File: src/hdl/opn_reg_pkg.sv
`default_nettype none

package opn_reg_pkg;

    // Bus and register number
    typedef logic [7:0] reg_addr_t;
    typedef logic [7:0] reg_data_t;

    // Timer values
    typedef logic [9:0] timer_a_t;  // 0x24 holds the upper 8 bits
    typedef logic [7:0] timer_b_t;

    typedef logic [2:0] lfo_freq_t;

    // DAC sample, sign bit inverted, LSB forced high on 0x2A writes
    typedef logic [8:0] pcm_t;

    // Slot addressing for the external register file
    typedef logic [2:0] ch_t;       // {part, reg[1:0]}
    typedef logic [1:0] op_t;       // reg[3:2]

    // One-hot update strobes
    // Bit 0 fnum low, bit 1 fb/alg, bit 2 LFO sensitivity
    typedef logic [2:0] ch_up_t;
    // One bit per operator row, 0x30 up to 0x90
    typedef logic [6:0] op_up_t;

    // Global control registers, part 0 only
    localparam reg_addr_t REG_TESTYM  = 8'h21;
    localparam reg_addr_t REG_LFO     = 8'h22;
    localparam reg_addr_t REG_CLKA1   = 8'h24;
    localparam reg_addr_t REG_CLKA2   = 8'h25;
    localparam reg_addr_t REG_CLKB    = 8'h26;
    localparam reg_addr_t REG_TIMER   = 8'h27;
    localparam reg_addr_t REG_KON     = 8'h28;

    // DAC
    localparam reg_addr_t REG_PCM     = 8'h2A;
    localparam reg_addr_t REG_PCM_EN  = 8'h2B;
    localparam reg_addr_t REG_DACTEST = 8'h2C;

    // Prescaler, selecting the address is enough
    localparam reg_addr_t REG_CLK_N6  = 8'h2D;
    localparam reg_addr_t REG_CLK_N3  = 8'h2E;
    localparam reg_addr_t REG_CLK_N2  = 8'h2F;

endpackage

`default_nettype wire

File: src/hdl/opn_timing_pkg.sv
`default_nettype none

package opn_timing_pkg;

    // Prescaler state, bit 1 set by 0x2D and bit 0 set by 0x2E
    typedef logic [1:0] div_setting_t;

    localparam div_setting_t DIV_RESET = 2'b10;    // divide by 6 out of reset

    // cen pulse counter and ratios
    typedef logic [2:0] div_cnt_t;

    localparam div_cnt_t DIV_BY_6 = 3'd6;
    localparam div_cnt_t DIV_BY_3 = 3'd3;
    localparam div_cnt_t DIV_BY_2 = 3'd2;

    // Busy lasts this many clk_en pulses after a data write
    localparam int BUSY_PULSES = 32;

    typedef logic [4:0] busy_cnt_t;

endpackage

`default_nettype wire

File: src/hdl/opn_addr_port.sv
`timescale 1ns/1ps
`default_nettype none

module opn_addr_port (
    input  logic                       clk,
    input  logic                       rst,
    input  opn_reg_pkg::reg_data_t     din,
    input  logic                       write,
    input  logic [1:0]                 addr,
    output opn_reg_pkg::reg_addr_t     sel_reg,
    output logic                       part,
    output logic                       data_we,
    output opn_timing_pkg::div_setting_t div_setting
);

    logic addr_we;

    assign addr_we = write && !addr[0];
    assign data_we = write && addr[0];     // Only strobe seen downstream

    // Register pointer and part bit
    always_ff @(posedge clk) begin
        if (rst) begin
            sel_reg <= '0;
            part    <= 1'b0;
        end else if (addr_we) begin
            sel_reg <= din;
            part    <= addr[1];
        end
    end

    // Prescaler commands act on selection alone
    // The part bit is ignored here
    always_ff @(posedge clk) begin
        if (rst) begin
            div_setting <= opn_timing_pkg::DIV_RESET;
        end else if (addr_we) begin
            case (din)
                opn_reg_pkg::REG_CLK_N6: div_setting[1] <= 1'b1;
                opn_reg_pkg::REG_CLK_N3: div_setting[0] <= 1'b1;
                opn_reg_pkg::REG_CLK_N2: div_setting    <= 2'b00;
                default: ;
            endcase
        end
    end

endmodule

`default_nettype wire

File: src/hdl/opn_busy.sv
`timescale 1ns/1ps
`default_nettype none

module opn_busy (
    input  logic clk,
    input  logic rst,
    input  logic clk_en,
    input  logic data_we,
    output logic busy
);

    opn_timing_pkg::busy_cnt_t cnt;
    logic                      data_we_d;
    logic                      we_rise;

    assign we_rise = data_we && !data_we_d;

    always_ff @(posedge clk) begin
        if (rst) begin
            data_we_d <= 1'b0;
            busy      <= 1'b0;
            cnt       <= '0;
        end else begin
            data_we_d <= data_we;
            if (we_rise) begin
                busy <= 1'b1;   // Restarts on every new write
                cnt  <= '0;
            end else if (busy && clk_en) begin
                if (cnt == opn_timing_pkg::busy_cnt_t'(opn_timing_pkg::BUSY_PULSES - 1))
                    busy <= 1'b0;
                cnt <= cnt + 5'd1;
            end
        end
    end

endmodule

`default_nettype wire

File: src/hdl/opn_clk_div.sv
`timescale 1ns/1ps
`default_nettype none

module opn_clk_div (
    input  logic                         clk,
    input  logic                         rst,
    input  logic                         cen,
    input  opn_timing_pkg::div_setting_t div_setting,
    output logic                         clk_en
);

    opn_timing_pkg::div_cnt_t     cnt;
    opn_timing_pkg::div_cnt_t     ratio;
    opn_timing_pkg::div_cnt_t     last_cnt;
    opn_timing_pkg::div_setting_t cur_setting;  // Setting the count runs on
    logic                         changed;

    // Bit 0 wins over bit 1
    always_comb begin
        if (div_setting[0])
            ratio = opn_timing_pkg::DIV_BY_3;
        else if (div_setting[1])
            ratio = opn_timing_pkg::DIV_BY_6;
        else
            ratio = opn_timing_pkg::DIV_BY_2;
    end

    assign last_cnt = opn_timing_pkg::div_cnt_t'(ratio - 3'd1);
    assign changed  = div_setting != cur_setting;
    assign clk_en   = cen && !changed && (cnt == last_cnt);

    always_ff @(posedge clk) begin
        if (rst) begin
            cnt         <= '0;
            cur_setting <= opn_timing_pkg::DIV_RESET;
        end else if (cen) begin
            cur_setting <= div_setting;
            if (changed)
                cnt <= 3'd1;    // This cen is the first of the new count
            else if (cnt == last_cnt)
                cnt <= '0;
            else
                cnt <= cnt + 3'd1;
        end
    end

endmodule

`default_nettype wire

File: src/hdl/opn_global_regs.sv
`timescale 1ns/1ps
`default_nettype none

module opn_global_regs (
    input  logic                   clk,
    input  logic                   rst,
    input  logic                   clk_en,
    input  logic                   data_we,
    input  opn_reg_pkg::reg_addr_t sel_reg,
    input  logic                   part,
    input  opn_reg_pkg::reg_data_t din,
    output opn_reg_pkg::lfo_freq_t lfo_freq,
    output logic                   lfo_en,
    output opn_reg_pkg::timer_a_t  value_a,
    output opn_reg_pkg::timer_b_t  value_b,
    output logic                   load_a,
    output logic                   load_b,
    output logic                   enable_irq_a,
    output logic                   enable_irq_b,
    output logic                   clr_flag_a,
    output logic                   clr_flag_b,
    output logic                   fast_timers,
    output logic                   eg_stop,
    output logic                   pg_stop,
    output logic                   csm,
    output logic                   effect
);

    logic global_we;

    assign global_we = data_we && !part;

    always_ff @(posedge clk) begin
        if (rst) begin
            lfo_freq     <= '0;
            lfo_en       <= 1'b0;
            value_a      <= '0;
            value_b      <= '0;
            load_a       <= 1'b0;
            load_b       <= 1'b0;
            enable_irq_a <= 1'b0;
            enable_irq_b <= 1'b0;
            clr_flag_a   <= 1'b0;
            clr_flag_b   <= 1'b0;
            fast_timers  <= 1'b0;
            eg_stop      <= 1'b0;
            pg_stop      <= 1'b0;
            csm          <= 1'b0;
            effect       <= 1'b0;
        end else if (global_we) begin
            case (sel_reg)
                opn_reg_pkg::REG_TESTYM: begin
                    eg_stop     <= din[5];
                    pg_stop     <= din[3];
                    fast_timers <= din[2];
                end
                opn_reg_pkg::REG_LFO:   {lfo_en, lfo_freq} <= din[3:0];
                opn_reg_pkg::REG_CLKA1: value_a[9:2] <= din;
                opn_reg_pkg::REG_CLKA2: value_a[1:0] <= din[1:0];
                opn_reg_pkg::REG_CLKB:  value_b      <= din;
                opn_reg_pkg::REG_TIMER: begin
                    // Mode bits: 01 and 11 effect, 10 CSM plus effect
                    effect <= |din[7:6];
                    csm    <= din[7:6] == 2'b10;
                    {clr_flag_b, clr_flag_a,
                     enable_irq_b, enable_irq_a,
                     load_b, load_a} <= din[5:0];
                end
                default: ;
            endcase
        end else if (clk_en && !data_we) begin
            clr_flag_a <= 1'b0;     // One-shot flag resets
            clr_flag_b <= 1'b0;
        end
    end

endmodule

`default_nettype wire

File: src/hdl/opn_mmr.sv
`timescale 1ns/1ps
`default_nettype none

module opn_mmr (
    input  logic                   clk,
    input  logic                   rst,
    input  logic                   cen,
    input  opn_reg_pkg::reg_data_t din,
    input  logic                   write,
    input  logic [1:0]             addr,
    output logic                   clk_en,
    output logic                   busy,
    output opn_reg_pkg::lfo_freq_t lfo_freq,
    output logic                   lfo_en,
    output opn_reg_pkg::timer_a_t  value_a,
    output opn_reg_pkg::timer_b_t  value_b,
    output logic                   load_a,
    output logic                   load_b,
    output logic                   enable_irq_a,
    output logic                   enable_irq_b,
    output logic                   clr_flag_a,
    output logic                   clr_flag_b,
    output logic                   fast_timers,
    output logic                   eg_stop,
    output logic                   pg_stop,
    output logic                   csm,
    output logic                   effect,
    output opn_reg_pkg::pcm_t      pcm,
    output logic                   pcm_en,
    output logic                   pcm_wr,
    output logic                   up_keyon,
    output opn_reg_pkg::ch_up_t    ch_up,
    output opn_reg_pkg::op_up_t    op_up,
    output opn_reg_pkg::ch_t       up_ch,
    output opn_reg_pkg::op_t       up_op,
    output opn_reg_pkg::reg_data_t slot_din
);

    opn_reg_pkg::reg_addr_t       sel_reg;
    logic                         part;
    logic                         data_we;
    opn_timing_pkg::div_setting_t div_setting;

    opn_addr_port i_addr_port (
        .clk         (clk),
        .rst         (rst),
        .din         (din),
        .write       (write),
        .addr        (addr),
        .sel_reg     (sel_reg),
        .part        (part),
        .data_we     (data_we),
        .div_setting (div_setting)
    );

    opn_clk_div i_clk_div (
        .clk         (clk),
        .rst         (rst),
        .cen         (cen),
        .div_setting (div_setting),
        .clk_en      (clk_en)
    );

    opn_global_regs i_global_regs (
        .clk          (clk),
        .rst          (rst),
        .clk_en       (clk_en),
        .data_we      (data_we),
        .sel_reg      (sel_reg),
        .part         (part),
        .din          (din),
        .lfo_freq     (lfo_freq),
        .lfo_en       (lfo_en),
        .value_a      (value_a),
        .value_b      (value_b),
        .load_a       (load_a),
        .load_b       (load_b),
        .enable_irq_a (enable_irq_a),
        .enable_irq_b (enable_irq_b),
        .clr_flag_a   (clr_flag_a),
        .clr_flag_b   (clr_flag_b),
        .fast_timers  (fast_timers),
        .eg_stop      (eg_stop),
        .pg_stop      (pg_stop),
        .csm          (csm),
        .effect       (effect)
    );

    opn_pcm_regs i_pcm_regs (
        .clk     (clk),
        .rst     (rst),
        .clk_en  (clk_en),
        .data_we (data_we),
        .sel_reg (sel_reg),
        .part    (part),
        .din     (din),
        .pcm     (pcm),
        .pcm_en  (pcm_en),
        .pcm_wr  (pcm_wr)
    );

    // Strobes for the external operator register file
    opn_slot_decode i_slot_decode (
        .clk      (clk),
        .rst      (rst),
        .data_we  (data_we),
        .sel_reg  (sel_reg),
        .part     (part),
        .din      (din),
        .up_keyon (up_keyon),
        .ch_up    (ch_up),
        .op_up    (op_up),
        .up_ch    (up_ch),
        .up_op    (up_op),
        .slot_din (slot_din)
    );

    opn_busy i_busy (
        .clk     (clk),
        .rst     (rst),
        .clk_en  (clk_en),
        .data_we (data_we),
        .busy    (busy)
    );

endmodule

`default_nettype wire

File: src/hdl/opn_pcm_regs.sv
`timescale 1ns/1ps
`default_nettype none

module opn_pcm_regs (
    input  logic                   clk,
    input  logic                   rst,
    input  logic                   clk_en,
    input  logic                   data_we,
    input  opn_reg_pkg::reg_addr_t sel_reg,
    input  logic                   part,
    input  opn_reg_pkg::reg_data_t din,
    output opn_reg_pkg::pcm_t      pcm,
    output logic                   pcm_en,
    output logic                   pcm_wr
);

    logic pcm_we;

    assign pcm_we = data_we && !part;   // DAC lives in part 0

    always_ff @(posedge clk) begin
        if (rst) begin
            pcm    <= '0;
            pcm_en <= 1'b0;
            pcm_wr <= 1'b0;
        end else if (pcm_we) begin
            case (sel_reg)
                // Offset binary to two's complement, half LSB added
                opn_reg_pkg::REG_PCM:     pcm    <= {~din[7], din[6:0], 1'b1};
                opn_reg_pkg::REG_DACTEST: pcm[0] <= din[3];
                opn_reg_pkg::REG_PCM_EN:  pcm_en <= din[7];
                default: ;
            endcase
            pcm_wr <= sel_reg == opn_reg_pkg::REG_PCM;
        end else if (clk_en && !data_we) begin
            pcm_wr <= 1'b0;
        end
    end

endmodule

`default_nettype wire

File: src/hdl/opn_slot_decode.sv
`timescale 1ns/1ps
`default_nettype none

module opn_slot_decode (
    input  logic                   clk,
    input  logic                   rst,
    input  logic                   data_we,
    input  opn_reg_pkg::reg_addr_t sel_reg,
    input  logic                   part,
    input  opn_reg_pkg::reg_data_t din,
    output logic                   up_keyon,
    output opn_reg_pkg::ch_up_t    ch_up,
    output opn_reg_pkg::op_up_t    op_up,
    output opn_reg_pkg::ch_t       up_ch,
    output opn_reg_pkg::op_t       up_op,
    output opn_reg_pkg::reg_data_t slot_din
);

    opn_reg_pkg::ch_up_t ch_up_nxt;
    opn_reg_pkg::op_up_t op_up_nxt;

    // Row decode, low bits 11 address no slot
    always_comb begin
        ch_up_nxt = '0;
        op_up_nxt = '0;
        if (sel_reg[1:0] != 2'b11) begin
            case (sel_reg[7:4])
                4'h3: op_up_nxt = 7'h01;    // DT1/MUL
                4'h4: op_up_nxt = 7'h02;    // TL
                4'h5: op_up_nxt = 7'h04;    // KS/AR
                4'h6: op_up_nxt = 7'h08;    // AM/DR
                4'h7: op_up_nxt = 7'h10;    // SR
                4'h8: op_up_nxt = 7'h20;    // SL/RR
                4'h9: op_up_nxt = 7'h40;    // SSG-EG
                4'hA: ch_up_nxt = (sel_reg[3:2] == 2'b00) ? 3'b001 : 3'b000;
                4'hB: begin
                    if (sel_reg[3:2] == 2'b00)
                        ch_up_nxt = 3'b010;     // FB/ALG
                    else if (sel_reg[3:2] == 2'b01)
                        ch_up_nxt = 3'b100;     // L/R, AMS, PMS
                end
                default: ;
            endcase
        end
    end

    always_ff @(posedge clk) begin
        if (rst) begin
            up_keyon <= 1'b0;
            ch_up    <= '0;
            op_up    <= '0;
        end else if (data_we) begin
            up_keyon <= !part && sel_reg == opn_reg_pkg::REG_KON;
            ch_up    <= ch_up_nxt;
            op_up    <= op_up_nxt;
        end
    end

    // Slot index and data byte for the register file
    always_ff @(posedge clk) begin
        if (data_we) begin
            slot_din <= din;
            up_ch    <= {part, sel_reg[1:0]};
            up_op    <= sel_reg[3:2];   // S1, S3, S2, S4 order
        end
    end

endmodule

`default_nettype wire

File: config.mk
export PLATFORM = sky130hd
export DESIGN_NAME = opn_mmr
export DESIGN_NICKNAME = d
export VERILOG_FILES = /design/src/hdl/opn_reg_pkg.sv /design/src/hdl/opn_timing_pkg.sv /design/src/hdl/opn_addr_port.sv /design/src/hdl/opn_busy.sv /design/src/hdl/opn_clk_div.sv /design/src/hdl/opn_global_regs.sv /design/src/hdl/opn_mmr.sv /design/src/hdl/opn_pcm_regs.sv /design/src/hdl/opn_slot_decode.sv
export SDC_FILE = /design/constraint.sdc
export NUM_CORES = 1
export LEC_CHECK = 0
export ABC_AREA = 1
export BUFFER_PORTS_ARGS = -buffer_cell sky130_fd_sc_hd__buf_2
export CAP_MARGIN = 20
export CORE_MARGIN = 5
export CORE_UTILIZATION = 55
export DETAILED_ROUTE_END_ITERATION = 7
export PLACE_DENSITY = 0.81
export SYNTH_ARGS = -nofsm -noshare
export SYNTH_HDL_FRONTEND = slang
export SYNTH_SLANG_ARGS = --single-unit
File: constraint.sdc
create_clock -name clk -period 2.9 [get_ports clk]
set_clock_uncertainty 0.15 [all_clocks]
set_input_delay 0.58 -clock clk [delete_from_list [all_inputs] [get_ports clk]]
set_output_delay 0.58 -clock clk [all_outputs]
set_load 0.03 [all_outputs]
==> summary.txt <==
Worst setup path
  – Reg-to-Reg End: i_global_regs.value_a[5]
  – Timing endpoint of the critical path: clk_en
  – Element type at the critical path end: primary output
  – First element of the critical path: i_addr_port.div_setting[1]
  – Depth of the worst register-to-register path: 7
  – Data arrival, critical path: 1.57 ns
  – Category of the worst setup path launch point: register
  – R2r startpoint: i_addr_port.sel_reg[5]
  – Worst reg-to-reg setup slack: 1.18 ns
  – Maximum fanout count along the critical path: 9
  – Start-to-end type of the worst setup path: reg -> out
  – Required time worst endpoint: 2.17 ns

Detailed routing
  – Avg Vias per Cell: 5.25
  – Violation count after the first detailed-route iteration: 304
  – WL final: 8.85 mm
  – Average routed wire per standard cell: 14.3 um
  – Number of nets with antenna violations after routing: 0
  – Remaining design rule violation count: 0
  – Vias: 3256
  – Count of TritonRoute iterations in the first routing pass: 5

Global route
  – Grt ovf: 0
  – Global-route wire length before repair: 15.0 mm
  – Antenna violations before repair: 0
  – All-Layer GR Usage: 0.222
  – Vias in the first global route: 3208
  – Pin count of the biggest net entering global routing: 37

Synth
  – Post-Syn Area: 3700 um2
  – Count of warnings emitted by yosys: 0
  – Share of the yosys chip area belonging to registers: 0.528
  – Post-Synthesis Cells: 452
  – Number of different library cells in the post-synthesis netlist: 31
  – Avg Cell Area, Syn: 8.18 um2
  – FF+latch count, synth: 91
  – Nets in the synthesized netlist: 469

Timing
  – RSZ-0062 raised after global routing: false
  – Hold Worst Slack: 0.310 ns
  – Worst slew slack as a fraction of its limit: 0.642
  – Final sum of negative setup slack: 0 ns
  – Setup violations, final: 0
  – Least-Margin Pin Slew: 0.536 ns
  – Max Clk Rate: 435 MHz
  – Final cycle utilization of the critical path: 0.793
  – Max Transition Viols Final: 0
  – Crit path time final: 2.30 ns
  – Final-report hold violation count: 0

Placed design
  – Post-Place Cells: 604
  – Estimated wirelength of the detail-placed design: 6.38 mm
  – Port-buffer cells: 83
  – Final weighted congestion in routability-driven placement: 0.857

Finish
  – Register ranked first by flip-flop count: i_global_regs.value_a
  – Highest-count cells in the layout ignoring fill and taps: 83 x sky130_fd_sc_hd__buf_2, 82 x sky130_fd_sc_hd__nor2_1, 78 x sky130_fd_sc_hd__dfxtp_1, 65 x sky130_fd_sc_hd__nand2_1
  – Fin util: 0.676
  – Most common cell after layout, fill and taps aside: sky130_fd_sc_hd__buf_2
  – Proportion of layout cells with a drive suffix above 1: 0.234
  – Total Nets Final: 555
  – Final Instance Count excl. Fillers: 620
  – Flip-flop count of the largest register, all copies and words added: 10
  – Synth-to-Final Area Change: 18.1%
  – Number of diodes: 0
  – Number of filler instances in the final layout: 533
  – Biggest registers after layout: i_global_regs.value_a: 10 flops, i_pcm_regs.pcm: 9 flops

Run
  – Max-capacitance violation count: 0

Power
  – Cell leakage power: 2.04 nW
  – VDD IR max: 0.353 mV
  – P per Cell Area: 533 nW/um2

Floorplanning
  – Ports: 84
  – Number of core rows: 29
  – Height of the chip: 92.0 um
  – Initial Utilization: 0.573
  – Die Width: 92.0 um
  – Die area: 8460 um2
  – Core Box Area: 6460 um2

Min path
  – Path category of the worst min-delay check: in -> reg

Clocking
  – CTS HTree Levels: 3
  – Total number of clock tree sinks: 91
  – Clock-pin slew of the registers on the worst-case setup and hold paths: 0.08 ns
  – Number of buffers added by the clock tree synthesis step: 9
  – Buffers inserted by post-CTS timing repair: 0
  – Count of hold-fix buffers inserted at cts: 0
  – Clock Tree Root: sky130_fd_sc_hd__clkbuf_8
  – Longest Clk Path Bufs: 2
  – Clock tree from TritonCTS: done
  – Resize count post-CTS: 0
  – Clock network latency to the later pin of the worst-skew pair: 0.35 ns

Status
  – Status: finished, final reports clean
==> routing by layer <==
metal,track usage,vias up,share of wire
met3,0.0736,16,0.066
li1,-,1647,-
met4,0.0743,0,0.018
met2,0.371,109,0.49
met5,0,-,0
met1,0.270,1484,0.43
==> cells in the mapped netlist (all sizes together) <==
cell	number	area (um2)
nor2	93	458
dfxtp	78	1560
nand2	70	285
o21ai	53	273
a21oi	50	250
inv	48	188
nand3	14	75.1
edfxtp	13	390
nand4	9	56.3
clkbuf	7	26.3
buf	5	32.5
nor3	4	25.0
ha	3	37.5
xor2	2	17.5
a211oi	1	7.51
a32oi	1	8.76
nor4	1	6.26
==> layout make-up <==
cell class | instances | area (um2) | share of cell area
inverter | 48 | 188 | 0.0430
clock buffer | 11 | 131 | 0.0301
timing repair buffer | 87 | 445 | 0.102
clock inverter | 5 | 53.8 | 0.0123
sequential | 91 | 1950 | 0.447
multi-input combinational | 301 | 1500 | 0.344
tap | 77 | 96.3 | 0.0221
==> worst min-delay path by stage <==
stage,startpoint,depth (start not counted),slack [ns],to
3_3_place_gp,i_slot_decode.op_up[2],2,0.30,i_slot_decode.op_up[2]
4_1_cts,din[4],1,0.30,i_slot_decode.slot_din[4]
5_1_grt,din[4],1,0.29,i_slot_decode.slot_din[4]
6_report,din[4],1,0.31,i_slot_decode.slot_din[4]
3_5_place_dp,i_slot_decode.op_up[2],2,0.30,i_slot_decode.op_up[2]
2_1_floorplan,i_addr_port.sel_reg[3],0,0.30,i_slot_decode.up_op[1]
==> power by group <==
part | internal, mW | leakage [nW] | total (mW) | switching [mW]
combinational | 0.0474 | 1.20 | 0.185 | 0.137
clock | 0.395 | 0.0870 | 0.818 | 0.423
sequential | 1.30 | 0.755 | 1.32 | 0.0202
==> critical path, cell delays in order, from the launching register on <==
cell and delay (ns):
sky130_fd_sc_hd__dfxtp_1 0.43, sky130_fd_sc_hd__inv_1 0.06, sky130_fd_sc_hd__nand2_1 0.07, sky130_fd_sc_hd__nand3_1 0.11, sky130_fd_sc_hd__nor2_4 0.22, sky130_fd_sc_hd__nand2_1 0.08
sky130_fd_sc_hd__inv_1 0.06, sky130_fd_sc_hd__buf_2 0.19
==> cells by family after synthesis <==
| group | count (synthesis) | share of synthesized area |
|---|---|---|
| buffers and inverters | 60 | 0.0666 |
| adders and majority gates | 3 | 0.0101 |
| and+or+nand+nor | 191 | 0.245 |
| DFF | 91 | 0.528 |
| xor gates and xnor gates | 2 | 0.00474 |
| AOI/OAI and AO/OA | 105 | 0.146 |
==> metrics by stage <==
step | instance area (um2) | setup slack (ns) | total power [mW]
global placement | 4180 | 0.810 | 1.53
detailed placement | 4180 | 0.758 | 1.54
floorplan | 3700 | 1.03 | 1.47
finish | 4370 | 0.599 | 2.33
CTS | 4370 | 0.577 | 2.33
global route | 4370 | 0.452 | 2.43
No activity file was read; power rests on OpenSTA's default activity.
